### config.mk
export PLATFORM = sky130hd
export DESIGN_NAME = cpu
export DESIGN_NICKNAME = d
export VERILOG_FILES = /design/src/isa_pkg.sv /design/src/pipe_pkg.sv /design/src/alu.sv /design/src/branch_calculator.sv /design/src/control_unit.sv /design/src/cpu.sv /design/src/hazard_detect.sv /design/src/pipe_stage.sv /design/src/register_file.sv
export SDC_FILE = /design/constraint.sdc
export NUM_CORES = 1
export LEC_CHECK = 0
export ABC_CLOCK_PERIOD_IN_PS = 8330
export BUFFER_PORTS_ARGS = -buffer_cell sky130_fd_sc_hd__buf_2
export CORE_UTILIZATION = 51
export CTS_CLUSTER_DIAMETER = 120
export CTS_CLUSTER_SIZE = 12
export DETAILED_ROUTE_END_ITERATION = 8
export PLACE_DENSITY = 0.69
export SLEW_MARGIN = 0
export SYNTH_ARGS = -nofsm -noshare
export SYNTH_HDL_FRONTEND = slang
export SYNTH_HIERARCHICAL = 1
export SYNTH_SLANG_ARGS = --single-unit
### constraint.sdc
create_clock -name clk -period 8.33 [get_ports clk]
set_clock_uncertainty 0.05 [all_clocks]
set_input_delay 0.4165 -clock clk [delete_from_list [all_inputs] [get_ports clk]]
set_output_delay 0.4165 -clock clk [all_outputs]
set_load 0.005 [all_outputs]
### src/isa_pkg.sv
package isa_pkg;

    localparam int word_size = 16;
    localparam int reg_count = 4;
    localparam int reg_idx_w = $clog2(reg_count);

    typedef logic [word_size-1:0] word_t;
    typedef logic [reg_idx_w-1:0] reg_idx_t;

    // Field positions, given as lowest bit and width
    localparam int op_lsb = 12;
    localparam int op_w = 4;
    localparam int rs_lsb = 10;
    localparam int rt_lsb = 8;
    localparam int rd_lsb = 6;
    localparam int funct_w = 6;
    localparam int imm_w = 8;
    localparam int target_w = 12;

    typedef logic [op_w-1:0] opcode_t;
    typedef logic [funct_w-1:0] funct_t;

    // JAL link register
    localparam reg_idx_t link_reg = 2'd2;

    localparam opcode_t op_bne = 4'd0;
    localparam opcode_t op_beq = 4'd1;
    localparam opcode_t op_bgz = 4'd2;
    localparam opcode_t op_blz = 4'd3;
    localparam opcode_t op_adi = 4'd4;
    localparam opcode_t op_ori = 4'd5;
    localparam opcode_t op_lhi = 4'd6;
    localparam opcode_t op_lwd = 4'd7;
    localparam opcode_t op_swd = 4'd8;
    localparam opcode_t op_jmp = 4'd9;
    localparam opcode_t op_jal = 4'd10;
    localparam opcode_t op_rtype = 4'd15;

    // Function codes under op_rtype
    localparam funct_t fn_add = 6'd0;
    localparam funct_t fn_sub = 6'd1;
    localparam funct_t fn_and = 6'd2;
    localparam funct_t fn_orr = 6'd3;
    localparam funct_t fn_not = 6'd4;
    localparam funct_t fn_shl = 6'd6;
    localparam funct_t fn_shr = 6'd7;
    localparam funct_t fn_wwd = 6'd28;
    localparam funct_t fn_hlt = 6'd29;

    typedef enum logic [2:0] {
        alu_add,
        alu_sub,
        alu_and,
        alu_or,
        alu_not,
        alu_shl,
        alu_shr,
        alu_lhi
    } alu_op_t;

    typedef enum logic [2:0] {
        br_none,
        br_bne,
        br_beq,
        br_bgz,
        br_blz,
        br_jmp,
        br_jal
    } branch_kind_t;

endpackage

### src/pipe_pkg.sv
package pipe_pkg;

    import isa_pkg::*;

    // Decoded control, carried down the pipe with each instruction
    typedef struct packed {
        alu_op_t      alu_op;
        logic         alu_src_imm;
        logic         mem_read;
        logic         mem_write;
        logic         reg_write;
        reg_idx_t     dest;
        logic         pc_to_reg;
        logic         wwd;
        logic         halt;
        branch_kind_t branch;
        logic         valid;
    } ctrl_t;

    typedef struct packed {
        word_t instr;
        word_t next_pc;
        logic  valid;
    } if_id_t;

    typedef struct packed {
        ctrl_t ctrl;
        word_t rs_val;
        word_t rt_val;
        word_t imm;
        word_t next_pc;
    } id_ex_t;

    typedef struct packed {
        ctrl_t ctrl;
        word_t alu_result;
        word_t store_val;
        word_t rs_val;
        word_t next_pc;
    } ex_mem_t;

    typedef struct packed {
        ctrl_t ctrl;
        word_t alu_result;
        word_t mem_data;
        word_t wwd_value;
        word_t next_pc;
    } mem_wb_t;

endpackage

### src/alu.sv
module alu import isa_pkg::*; (
    input  alu_op_t op,
    input  word_t   a,
    input  word_t   b,
    output word_t   result
);

    always_comb begin
        case (op)
            alu_add: result = a + b;
            alu_sub: result = a - b;
            alu_and: result = a & b;
            alu_or:  result = a | b;
            alu_not: result = ~a;
            // Shift by one only
            alu_shl: result = {a[word_size-2:0], 1'b0};
            alu_shr: result = {a[word_size-1], a[word_size-1:1]};
            // Immediate goes to the upper byte, lower byte cleared
            alu_lhi: result = {b[imm_w-1:0], {imm_w{1'b0}}};
            default: result = '0;
        endcase
    end

endmodule

### src/branch_calculator.sv
module branch_calculator import isa_pkg::*; (
    input  branch_kind_t kind,
    input  word_t        rs_val,
    input  word_t        rt_val,
    input  word_t        next_pc,
    input  word_t        instr,
    output logic         taken,
    output word_t        target
);

    word_t cur_pc;
    word_t offset;
    logic  is_jump;

    assign cur_pc = next_pc - word_t'(1);
    assign offset = {{(word_size-imm_w){instr[imm_w-1]}}, instr[imm_w-1:0]};
    assign is_jump = (kind == br_jmp) || (kind == br_jal);

    always_comb begin
        case (kind)
            br_bne:         taken = (rs_val != rt_val);
            br_beq:         taken = (rs_val == rt_val);
            br_bgz:         taken = ($signed(rs_val) > 0);
            br_blz:         taken = ($signed(rs_val) < 0);
            br_jmp, br_jal: taken = 1'b1;
            default:        taken = 1'b0;
        endcase
    end

    // Jumps keep the page bits of the jump's own address
    assign target = is_jump ? {cur_pc[word_size-1:target_w], instr[target_w-1:0]}
                            : next_pc + offset;

endmodule

### src/control_unit.sv
module control_unit import isa_pkg::*, pipe_pkg::*; (
    input  word_t instr,
    output ctrl_t ctrl
);

    opcode_t  opcode;
    funct_t   funct;
    reg_idx_t rt_idx;
    reg_idx_t rd_idx;

    assign opcode = instr[op_lsb +: op_w];
    assign funct = instr[funct_w-1:0];
    assign rt_idx = instr[rt_lsb +: reg_idx_w];
    assign rd_idx = instr[rd_lsb +: reg_idx_w];

    always_comb begin
        ctrl = '0;
        ctrl.alu_op = alu_add;
        ctrl.branch = br_none;
        ctrl.valid = 1'b1;
        case (opcode)
            op_bne: ctrl.branch = br_bne;
            op_beq: ctrl.branch = br_beq;
            op_bgz: ctrl.branch = br_bgz;
            op_blz: ctrl.branch = br_blz;
            op_jmp: ctrl.branch = br_jmp;
            op_adi, op_ori, op_lhi, op_lwd: begin
                ctrl.alu_src_imm = 1'b1;
                ctrl.reg_write = 1'b1;
                ctrl.dest = rt_idx;
                ctrl.mem_read = (opcode == op_lwd);
                if (opcode == op_ori) ctrl.alu_op = alu_or;
                if (opcode == op_lhi) ctrl.alu_op = alu_lhi;
            end
            op_swd: begin
                ctrl.alu_src_imm = 1'b1;
                ctrl.mem_write = 1'b1;
            end
            op_jal: begin
                ctrl.branch = br_jal;
                ctrl.reg_write = 1'b1;
                ctrl.dest = link_reg;
                ctrl.pc_to_reg = 1'b1;
            end
            op_rtype: begin
                ctrl.reg_write = 1'b1;
                ctrl.dest = rd_idx;
                case (funct)
                    fn_add: ctrl.alu_op = alu_add;
                    fn_sub: ctrl.alu_op = alu_sub;
                    fn_and: ctrl.alu_op = alu_and;
                    fn_orr: ctrl.alu_op = alu_or;
                    fn_not: ctrl.alu_op = alu_not;
                    fn_shl: ctrl.alu_op = alu_shl;
                    fn_shr: ctrl.alu_op = alu_shr;
                    fn_wwd: begin
                        ctrl.reg_write = 1'b0;
                        ctrl.wwd = 1'b1;
                    end
                    fn_hlt: begin
                        ctrl.reg_write = 1'b0;
                        ctrl.halt = 1'b1;
                    end
                    default: begin
                        ctrl.reg_write = 1'b0;
                        ctrl.valid = 1'b0;
                    end
                endcase
            end
            // Unknown opcode becomes a bubble
            default: ctrl.valid = 1'b0;
        endcase
    end

endmodule

### src/cpu.sv
module cpu import isa_pkg::*, pipe_pkg::*; (
    input  logic  clk,
    input  logic  reset_n,
    output logic  read_m1,
    output word_t address1,
    input  word_t data1,
    output logic  read_m2,
    output logic  write_m2,
    output word_t address2,
    output word_t write_data2,
    input  word_t read_data2,
    output word_t num_inst,
    output word_t output_port,
    output logic  wwd_valid,
    output logic  is_halted
);

    word_t        pc;
    logic         started;
    logic         halt_pending;
    word_t        out_reg;

    if_id_t       if_id_d, if_id_q;
    id_ex_t       id_ex_d, id_ex_q;
    ex_mem_t      ex_mem_d, ex_mem_q;
    mem_wb_t      mem_wb_d, mem_wb_q;

    ctrl_t        dec_ctrl;
    branch_kind_t br_kind;
    word_t        rs_val, rt_val;
    word_t        imm_ext;
    word_t        br_target;
    word_t        alu_b, alu_out;
    word_t        wb_data;
    logic         stall_raw, stall;
    logic         taken_raw, taken;
    logic         halt_decode;
    logic         retire;
    logic         wb_en;

    ////////////////////////////////////////
    // Fetch

    // Fetch stops once HLT has left decode
    assign read_m1 = started && !halt_pending;
    assign address1 = pc;

    assign if_id_d.instr = read_m1 ? data1 : '0;
    assign if_id_d.next_pc = pc + word_t'(1);
    assign if_id_d.valid = read_m1;

    always_ff @(posedge clk) begin
        if (reset_n) begin
            pc <= '0;
            started <= 1'b0;
            halt_pending <= 1'b0;
        end else begin
            started <= 1'b1;
            if (halt_decode) halt_pending <= 1'b1;
            if (taken) begin
                pc <= br_target;
            end else if (read_m1 && !stall) begin
                pc <= if_id_d.next_pc;
            end
        end
    end

    pipe_stage #(.payload_t(if_id_t)) if_id (
        .clk(clk), .reset_n(reset_n), .stall(stall),
        .flush(taken || halt_decode), .d(if_id_d), .q(if_id_q)
    );

    ////////////////////////////////////////
    // Decode

    control_unit u_control (.instr(if_id_q.instr), .ctrl(dec_ctrl));

    register_file u_regs (
        .clk(clk), .reset_n(reset_n),
        .rs_idx(if_id_q.instr[rs_lsb +: reg_idx_w]),
        .rt_idx(if_id_q.instr[rt_lsb +: reg_idx_w]),
        .wr_idx(mem_wb_q.ctrl.dest), .wr_en(wb_en), .wr_data(wb_data),
        .rs_data(rs_val), .rt_data(rt_val)
    );

    hazard_detect u_hazard (
        .instr(if_id_q.instr), .id_ex_ctrl(id_ex_q.ctrl),
        .ex_mem_ctrl(ex_mem_q.ctrl), .stall(stall_raw)
    );

    assign stall = stall_raw && if_id_q.valid;
    assign br_kind = if_id_q.valid ? dec_ctrl.branch : br_none;

    branch_calculator u_branch (
        .kind(br_kind), .rs_val(rs_val), .rt_val(rt_val),
        .next_pc(if_id_q.next_pc), .instr(if_id_q.instr),
        .taken(taken_raw), .target(br_target)
    );

    // Branch waits for its operands
    assign taken = taken_raw && !stall;
    assign halt_decode = if_id_q.valid && dec_ctrl.valid && dec_ctrl.halt && !stall;

    // ORI takes a zero-extended immediate
    assign imm_ext = (if_id_q.instr[op_lsb +: op_w] == op_ori)
        ? {{(word_size-imm_w){1'b0}}, if_id_q.instr[imm_w-1:0]}
        : {{(word_size-imm_w){if_id_q.instr[imm_w-1]}}, if_id_q.instr[imm_w-1:0]};

    always_comb begin
        id_ex_d.ctrl = dec_ctrl;
        id_ex_d.ctrl.valid = dec_ctrl.valid && if_id_q.valid;
        id_ex_d.rs_val = rs_val;
        id_ex_d.rt_val = rt_val;
        id_ex_d.imm = imm_ext;
        id_ex_d.next_pc = if_id_q.next_pc;
    end

    // Stall inserts a bubble into execute
    pipe_stage #(.payload_t(id_ex_t)) id_ex (
        .clk(clk), .reset_n(reset_n), .stall(1'b0),
        .flush(stall), .d(id_ex_d), .q(id_ex_q)
    );

    ////////////////////////////////////////
    // Execute

    assign alu_b = id_ex_q.ctrl.alu_src_imm ? id_ex_q.imm : id_ex_q.rt_val;

    alu u_alu (.op(id_ex_q.ctrl.alu_op), .a(id_ex_q.rs_val), .b(alu_b), .result(alu_out));

    assign ex_mem_d.ctrl = id_ex_q.ctrl;
    assign ex_mem_d.alu_result = alu_out;
    assign ex_mem_d.store_val = id_ex_q.rt_val;
    assign ex_mem_d.rs_val = id_ex_q.rs_val;
    assign ex_mem_d.next_pc = id_ex_q.next_pc;

    pipe_stage #(.payload_t(ex_mem_t)) ex_mem (
        .clk(clk), .reset_n(reset_n), .stall(1'b0),
        .flush(1'b0), .d(ex_mem_d), .q(ex_mem_q)
    );

    ////////////////////////////////////////
    // Memory

    assign read_m2 = ex_mem_q.ctrl.valid && ex_mem_q.ctrl.mem_read;
    assign write_m2 = ex_mem_q.ctrl.valid && ex_mem_q.ctrl.mem_write;
    assign address2 = ex_mem_q.alu_result;
    assign write_data2 = ex_mem_q.store_val;

    assign mem_wb_d.ctrl = ex_mem_q.ctrl;
    assign mem_wb_d.alu_result = ex_mem_q.alu_result;
    assign mem_wb_d.mem_data = read_data2;
    assign mem_wb_d.wwd_value = ex_mem_q.rs_val;
    assign mem_wb_d.next_pc = ex_mem_q.next_pc;

    pipe_stage #(.payload_t(mem_wb_t)) mem_wb (
        .clk(clk), .reset_n(reset_n), .stall(1'b0),
        .flush(1'b0), .d(mem_wb_d), .q(mem_wb_q)
    );

    ////////////////////////////////////////
    // Write-back

    assign retire = mem_wb_q.ctrl.valid;
    assign wb_en = retire && mem_wb_q.ctrl.reg_write;
    assign wb_data = mem_wb_q.ctrl.pc_to_reg ? mem_wb_q.next_pc
                   : mem_wb_q.ctrl.mem_read  ? mem_wb_q.mem_data
                   : mem_wb_q.alu_result;

    assign wwd_valid = retire && mem_wb_q.ctrl.wwd;
    assign output_port = wwd_valid ? mem_wb_q.wwd_value : out_reg;

    always_ff @(posedge clk) begin
        if (reset_n) begin
            num_inst <= '0;
            out_reg <= '0;
            is_halted <= 1'b0;
        end else begin
            if (retire) num_inst <= num_inst + word_t'(1);
            if (wwd_valid) out_reg <= mem_wb_q.wwd_value;
            if (retire && mem_wb_q.ctrl.halt) is_halted <= 1'b1;
        end
    end

endmodule

### src/hazard_detect.sv
module hazard_detect import isa_pkg::*, pipe_pkg::*; (
    input  word_t instr,
    input  ctrl_t id_ex_ctrl,
    input  ctrl_t ex_mem_ctrl,
    output logic  stall
);

    opcode_t  opcode;
    funct_t   funct;
    reg_idx_t rs_idx;
    reg_idx_t rt_idx;
    logic     reads_rs;
    logic     reads_rt;
    logic     rs_busy;
    logic     rt_busy;

    assign opcode = instr[op_lsb +: op_w];
    assign funct = instr[funct_w-1:0];
    assign rs_idx = instr[rs_lsb +: reg_idx_w];
    assign rt_idx = instr[rt_lsb +: reg_idx_w];

    // Source registers actually read by the decoded instruction
    always_comb begin
        reads_rs = 1'b0;
        reads_rt = 1'b0;
        case (opcode)
            op_bne, op_beq, op_swd: begin
                reads_rs = 1'b1;
                reads_rt = 1'b1;
            end
            op_bgz, op_blz, op_adi, op_ori, op_lwd: reads_rs = 1'b1;
            op_rtype: begin
                reads_rs = (funct != fn_hlt);
                reads_rt = (funct == fn_add) || (funct == fn_sub) ||
                           (funct == fn_and) || (funct == fn_orr);
            end
            default: ;
        endcase
    end

    function automatic logic writes_to(ctrl_t c, reg_idx_t idx);
        return c.valid && c.reg_write && (c.dest == idx);
    endfunction

    assign rs_busy = writes_to(id_ex_ctrl, rs_idx) || writes_to(ex_mem_ctrl, rs_idx);
    assign rt_busy = writes_to(id_ex_ctrl, rt_idx) || writes_to(ex_mem_ctrl, rt_idx);
    assign stall = (reads_rs && rs_busy) || (reads_rt && rt_busy);

endmodule

### src/pipe_stage.sv
module pipe_stage #(
    parameter type payload_t = logic
) (
    input  logic     clk,
    input  logic     reset_n,
    input  logic     stall,
    input  logic     flush,
    input  payload_t d,
    output payload_t q
);

    // All-zero payload has valid cleared
    always_ff @(posedge clk) begin
        if (reset_n || flush) begin
            q <= '0;
        end else if (!stall) begin
            q <= d;
        end
    end

endmodule

### src/register_file.sv
module register_file import isa_pkg::*; (
    input  logic     clk,
    input  logic     reset_n,
    input  reg_idx_t rs_idx,
    input  reg_idx_t rt_idx,
    input  reg_idx_t wr_idx,
    input  logic     wr_en,
    input  word_t    wr_data,
    output word_t    rs_data,
    output word_t    rt_data
);

    word_t regs [reg_count];

    always_ff @(posedge clk) begin
        if (reset_n) begin
            for (int i = 0; i < reg_count; i++) begin
                regs[i] <= '0;
            end
        end else if (wr_en) begin
            regs[wr_idx] <= wr_data;
        end
    end

    // Bypass the write port so decode sees a same-cycle write-back
    assign rs_data = (wr_en && wr_idx == rs_idx) ? wr_data : regs[rs_idx];
    assign rt_data = (wr_en && wr_idx == rt_idx) ? wr_data : regs[rt_idx];

endmodule
# Yosys cells after proc, flatten, opt, wreduce, memory -nomap -nowiden
# Memory sizes are Yosys's and may differ from the RTL's. A register that Yosys moved wholly into a read port is not among the register bits.
# Index checks and enable logic that the tools add are counted.
[word_totals] regBits=299 ram_bits=64 out_inout_bits=85 wordCells=195 n_memories=1
[memory_table] name="u_regs.regs" depth=4 word_bits=16 rd=2 rd_ports_with_merged_regs=2 write_ports=4 line_no="register_file.sv:13" text="word_t regs [reg_count];"
[op_classes] n_addsub=6 order_cmp=2 eq_ne=41 muxes=43 n_bitwise=5 n_reduce_logical=50
[op_table] operator="$mux 16" n=11
[op_table] operator="$pmux 16 s8" n=1
[op_table] operator="$pmux 3 s6" n=2
[op_table] operator="$add 16x1->16 const B" n=2
[op_table] operator="$add 16x16->16" n=2
[op_table] operator="$logic_and 1x1->1" n=22
[op_table] operator="$eq 3x3->1 const B" n=7
[op_table] operator="$eq 6x3->1 const B" n=3
[op_table] operator="$and 16x16->16" n=1
[op_table] operator="$eq 16x16->1" n=1
[op_table] operator="$eq 4x3->1 const B" n=4
[op_table] operator="$eq 4x4->1 const B" n=4
[op_table] operator="$gt 16x1->1 const B" n=1
[op_table] operator="$lt 16x1->1 const B" n=1
[op_table] operator="$ne 16x16->1" n=1
[op_table] operator="$not 16->16" n=1
[op_table] operator="$or 16x16->16" n=1
[op_table] operator="$reduce_or 16->1" n=1
[op_table] operator="$sub 16x1->16 const B" n=1
[op_table] operator="$sub 16x16->16" n=1
[op_table] operator="$mux 1" n=15
[op_table] operator="$eq 2x2->1" n=6
[op_table] operator="$eq 3x2->1 const B" n=4
[op_table] operator="$eq 6x2->1 const B" n=2
[op_table] operator="other kinds (27)" n=52

# Longest topological paths before layout
[logic_depth] ltp_word=13 ltp_mapped=18

# By module
# Netlist, hierarchy kept.
[by_module_without_submodules] mod="pipe_stage at ex_mem ..." n_inst=3 cells_each=259 area_per_inst_um2=2907.8
[by_module_without_submodules] mod="register_file" n_inst=1 cells_each=221 area_per_inst_um2=3842.4
[by_module_without_submodules] mod="cpu" n_inst=1 cells_each=380 area_per_inst_um2=3168.0
[by_module_without_submodules] mod="alu" n_inst=1 cells_each=290 area_per_inst_um2=1955.6
[by_module_without_submodules] mod="branch_calculator" n_inst=1 cells_each=185 area_per_inst_um2=1252.5
[by_module_without_submodules] mod="pipe_stage at if_id" n_inst=1 cells_each=108 area_per_inst_um2=1218.7
[by_module_without_submodules] mod="control_unit" n_inst=1 cells_each=58 area_per_inst_um2=342.8
[by_module_without_submodules] mod="hazard_detect" n_inst=1 cells_each=26 area_per_inst_um2=185.2

# Worst setup path after synthesis
# Ideal clock, no wire load.
[synth_timing] kind="reg2reg" start="reg id_ex/q[76] (netlist name)" end="reg ex_mem/q[63] (netlist name)" setup_ns=0.114 arrival_time_ns=3.840 t_required_ns=8.166 path_slack_ns=4.326 stages_incl_launch_ff=19 n_path_buf=2 synth_period_minus_slack_ns=4.004 cell_sequence="dfxtp_1 -> clkbuf_1 -> buf_1 -> mux2_2 -> nor4_1 -> nand2_1 -> nor2_1 -> a21oi_1 -> xnor2_1 -> ha_1 -> a21o_1 -> o32ai_1 -> a31oi_2 -> a31oi_1 -> a21oi_1 -> xnor2_1 -> a21oi_1 -> mux2i_1 -> nor2_1"
[synth_between] elab_chain_len=3
[synth_lines] element="from (decl)" line_no="pipe_stage.sv:9" text="output payload_t q"
[synth_lines] element="from (signal assigned)" line_no="pipe_stage.sv:15" text="q <= '0;"
[synth_lines] element="from (signal assigned)" line_no="pipe_stage.sv:17" text="q <= d;"
[synth_lines] element="$mux 16 *" line_no="cpu.sv:127" text="assign alu_b = id_ex_q.ctrl.alu_src_imm ? id_ex_q.imm : id_ex_q.rt_val;"
[synth_lines] element="named net alu_b[5]" line_no="cpu.sv:33" text="word_t alu_b, alu_out;"
[synth_lines] element="$sub 16x16->16 / $add 16x16->16 (equally long branches)" line_no="alu.sv:11, alu.sv:10"
[synth_lines] element="$pmux 16 s8 *" line_no="alu.sv:9" text="case (op)"
[synth_lines] element="named net alu_out[15]" line_no="cpu.sv:33"
[synth_lines] element="to (signal assigned)" line_no="pipe_stage.sv:15"
[synth_lines] element="to (signal assigned)" line_no="pipe_stage.sv:17"
[synth_lines] element="to (decl)" line_no="pipe_stage.sv:9"
# Mark *: on every way through the listed nets, which the timed path passes. The rest lies on a longest branch.
# A chain may end at the register's enable or synchronous reset.

==> results.txt <==
- Static timing analysis puts the maximum clock frequency at between 0.15 and 0.2 GHz.
- Slew headroom: 18.72%
* Critical path fanouts, max: 33
- Clock sink total: 370
- # rows: 72
* Buffer cell driving the clock tree root: clkbuf_16
- Number of standard cells after synthesis: 1991
- Critical path startpoint category: flip-flop
* Layout Nets: about 2100
- In the routed design, unresolved DRC markers number 0.
- Data required time of the critical path: 8.66 ns
- Register with the highest flop count: id_ex/q
- 0 antenna diodes ended up in the layout.
- Status: finished clean
- Worst path arrival time: 5.59 ns
* Starting density of the core: 51.84%
- The layer flagged by global routing as most heavily used is met2.
* Worst IR drop on VDD: 0.0001375 V
* Met3 Track Usage GR: 3.506%
- CTS HTree Levels: 2
- The min-delay analysis places its worst path in the category in -> reg.
- Type of destination of the critical path: flip-flop
* Number of global-route vias before repair: around 15000
- The congestion estimate from routability-driven global placement came to about 0.9.
* Postcts setup bufs: 0
- Setup total negative slack: 0 ns
* Number of hold buffers added after CTS: 0
- Die X-Extent: 200.4 um
- Maximum number of pins on one net before global-route repair: 78
* Area added between synthesis and finish: 7.078%
* Max incr delay on CP: around 0.95 ns
* Number of setup violations in the final report: 0
- Max-cap violations: 0
- Flip-flop count of the largest register, all copies and words added: just under 80
- The total area inside the core boundary comes to 38740 um^2.
- Clock-pin slew of the registers on the worst-case setup and hold paths: 0.06 ns
- Worst-margin pin slew: 1.219 ns
- Number of port buffers: approximately 120
* Biggest regs: id_ex/q (77), ex_mem/q (73), mem_wb/q (72)
* Leakage: just under 9 nW
- Walking the worst path, the cells encountered are buf_4 > xnor2_1 > nand3_2 > mux2_2 > xnor2_1 > nand4_1 > nor4_1 > o22ai_1 > a221oi_1 > buf_4 > inv_1 > a21oi_1 > or2_1 > nor2_1.
- Post-detailed-route wirelength per cell: 20.00 um
- Minimum clock period: 5.260 ns
- Die footprint: 40170 um^2
- Routed via count divided by cell count: 5.825
- After detailed placement, the total cell area comes to approximately 20000 um^2.
* Post-DP HPWL: about 36 mm
* Io pins: between 100 and 150
- Overflow after GRT: 0
- The number of buffers and inverters on the critical path is 3.
- Syn Std Cell Area: between 20000 and 25000 um^2
- A synthesized cell averages 10.09 um^2.
- For met2 alone, demand over resource in global routing was 42.61%.
- TritonCTS built the clock tree.
- Final cell area excluding filler cells: 21500 um^2
* Violation count after the first detailed-route iteration: 1202
- Once detail routing completed, the nets flagged for antenna violations numbered 0.
- Across every metal layer, demand over resource in global routing totals 25.44%.
* Critical path class: reg -> reg
* Gate family responsible for the most delay along the worst path: simple AND/OR/NAND/NOR gates
* Ratio of cells with drive above 1 in the final layout: 14.23%
* Initial antenna violation count: 0
* Slowest stage cell on the critical path: or2_1
- Final period utilization: 63.14%
- Pins over their slew limit: 0
- Measured along the y axis, the die boundary spans approximately 200 um.
* Total via count after detailed routing: 15050
- The later pin in the worst-skew pair is clocked with a latency of ~0.55 ns.
* Number of buffers between clock root and the deepest sink: 3
* Met1 global-route usage: about a third
- Cell area power density: 184.3 nW/um^2
- Before antenna repair, the detailed router went through 6 iterations.
- Yosys warning total: 6
- Post-cts resize count: 0
- Summed over all layers, the routed wires come to just over 50 mm.
* Unrepaired setup endpoints after global routing: no
* Global-route wire length before repair: 81.65 mm
- Counting the buffers created by CTS gives 36.
- The hold violation total from the final report came to 0.
worst register-to-register path, delay by kind of cell (launching register included):
family | cells | cell delay (ns)
compound gates | 3 | 0.61
buf+inv | 3 | 0.76
flops | 1 | 0.46
mux | 1 | 0.51
simple gates | 5 | 2.27
xor+xnor | 2 | 0.43
area by class of cell:
class                           count  area [um^2]
Fill cell                        3403        17240
Sequential cell                   370         8049
Clock buffer                       52        992.2
Inverter                           41        153.9
Clock inverter                      2        17.52
Timing Repair Buffer              141        763.2
Multi-Input combinational cell   1460        10880
Tap cell                          518        648.1
layout by cell type, fill, tap and decap left out, drive strengths merged, types with 20 or more instances in the layout:
master / count
edfxtp: 64
buf: 141
xnor2: 58
clkbuf: 52
nand3: 23
inv: 42
and2: 108
dfxtp: 306
nand2: 88
nor2: 327
ha: 35
mux4: 38
mux2i: 278
nand4: 20
xor2: 32
a21oi: 70
o21ai: 76
mux2: 66
path summary, 6_finish.rpt:
check	cells after the start	slack, ns	start	end
setup / recovery	14	3.07	if_id/q[27]	if_id/q[16]
hold / removal	3	0.06	read_data2[11]	mem_wb/q[43]
setup reg to reg	14	3.07	if_id/q[27]	if_id/q[16]
hold reg to reg	2	0.43	is_halted	is_halted
stage by stage:
stage                     instances  utilization, %  power, mW  hold WS [ns]  setup WS (ns)
final                          2584           55.51      3.963       0.05613          3.070
after global routing           2584           55.51      4.110       0.05483          2.687
after CTS                      2584           55.51      3.981       0.04089          3.073
after detailed placement       2530           52.90      2.490        0.4179          3.106
after global placement         2530           52.90      2.479        0.3989          3.185
after floorplan                1995               -      2.372        0.3921          4.347
layer usage:
layer  up-vias  share of wire, %  wire length (um)
li1       7145                 -                 -
met1      7342                44             22750
met2       476                48             24730
met3        88               5.2              2690
met4         0               2.9              1508
met5         -                 0                 0
power by group:
part / switching [mW] / internal (mW)
combinational: 0.306 / 0.233
sequential: 0.0666 / 1.86
clock: 0.673 / 0.822
total: 1.05 / 2.92
Power figures use the tool's default switching activity.
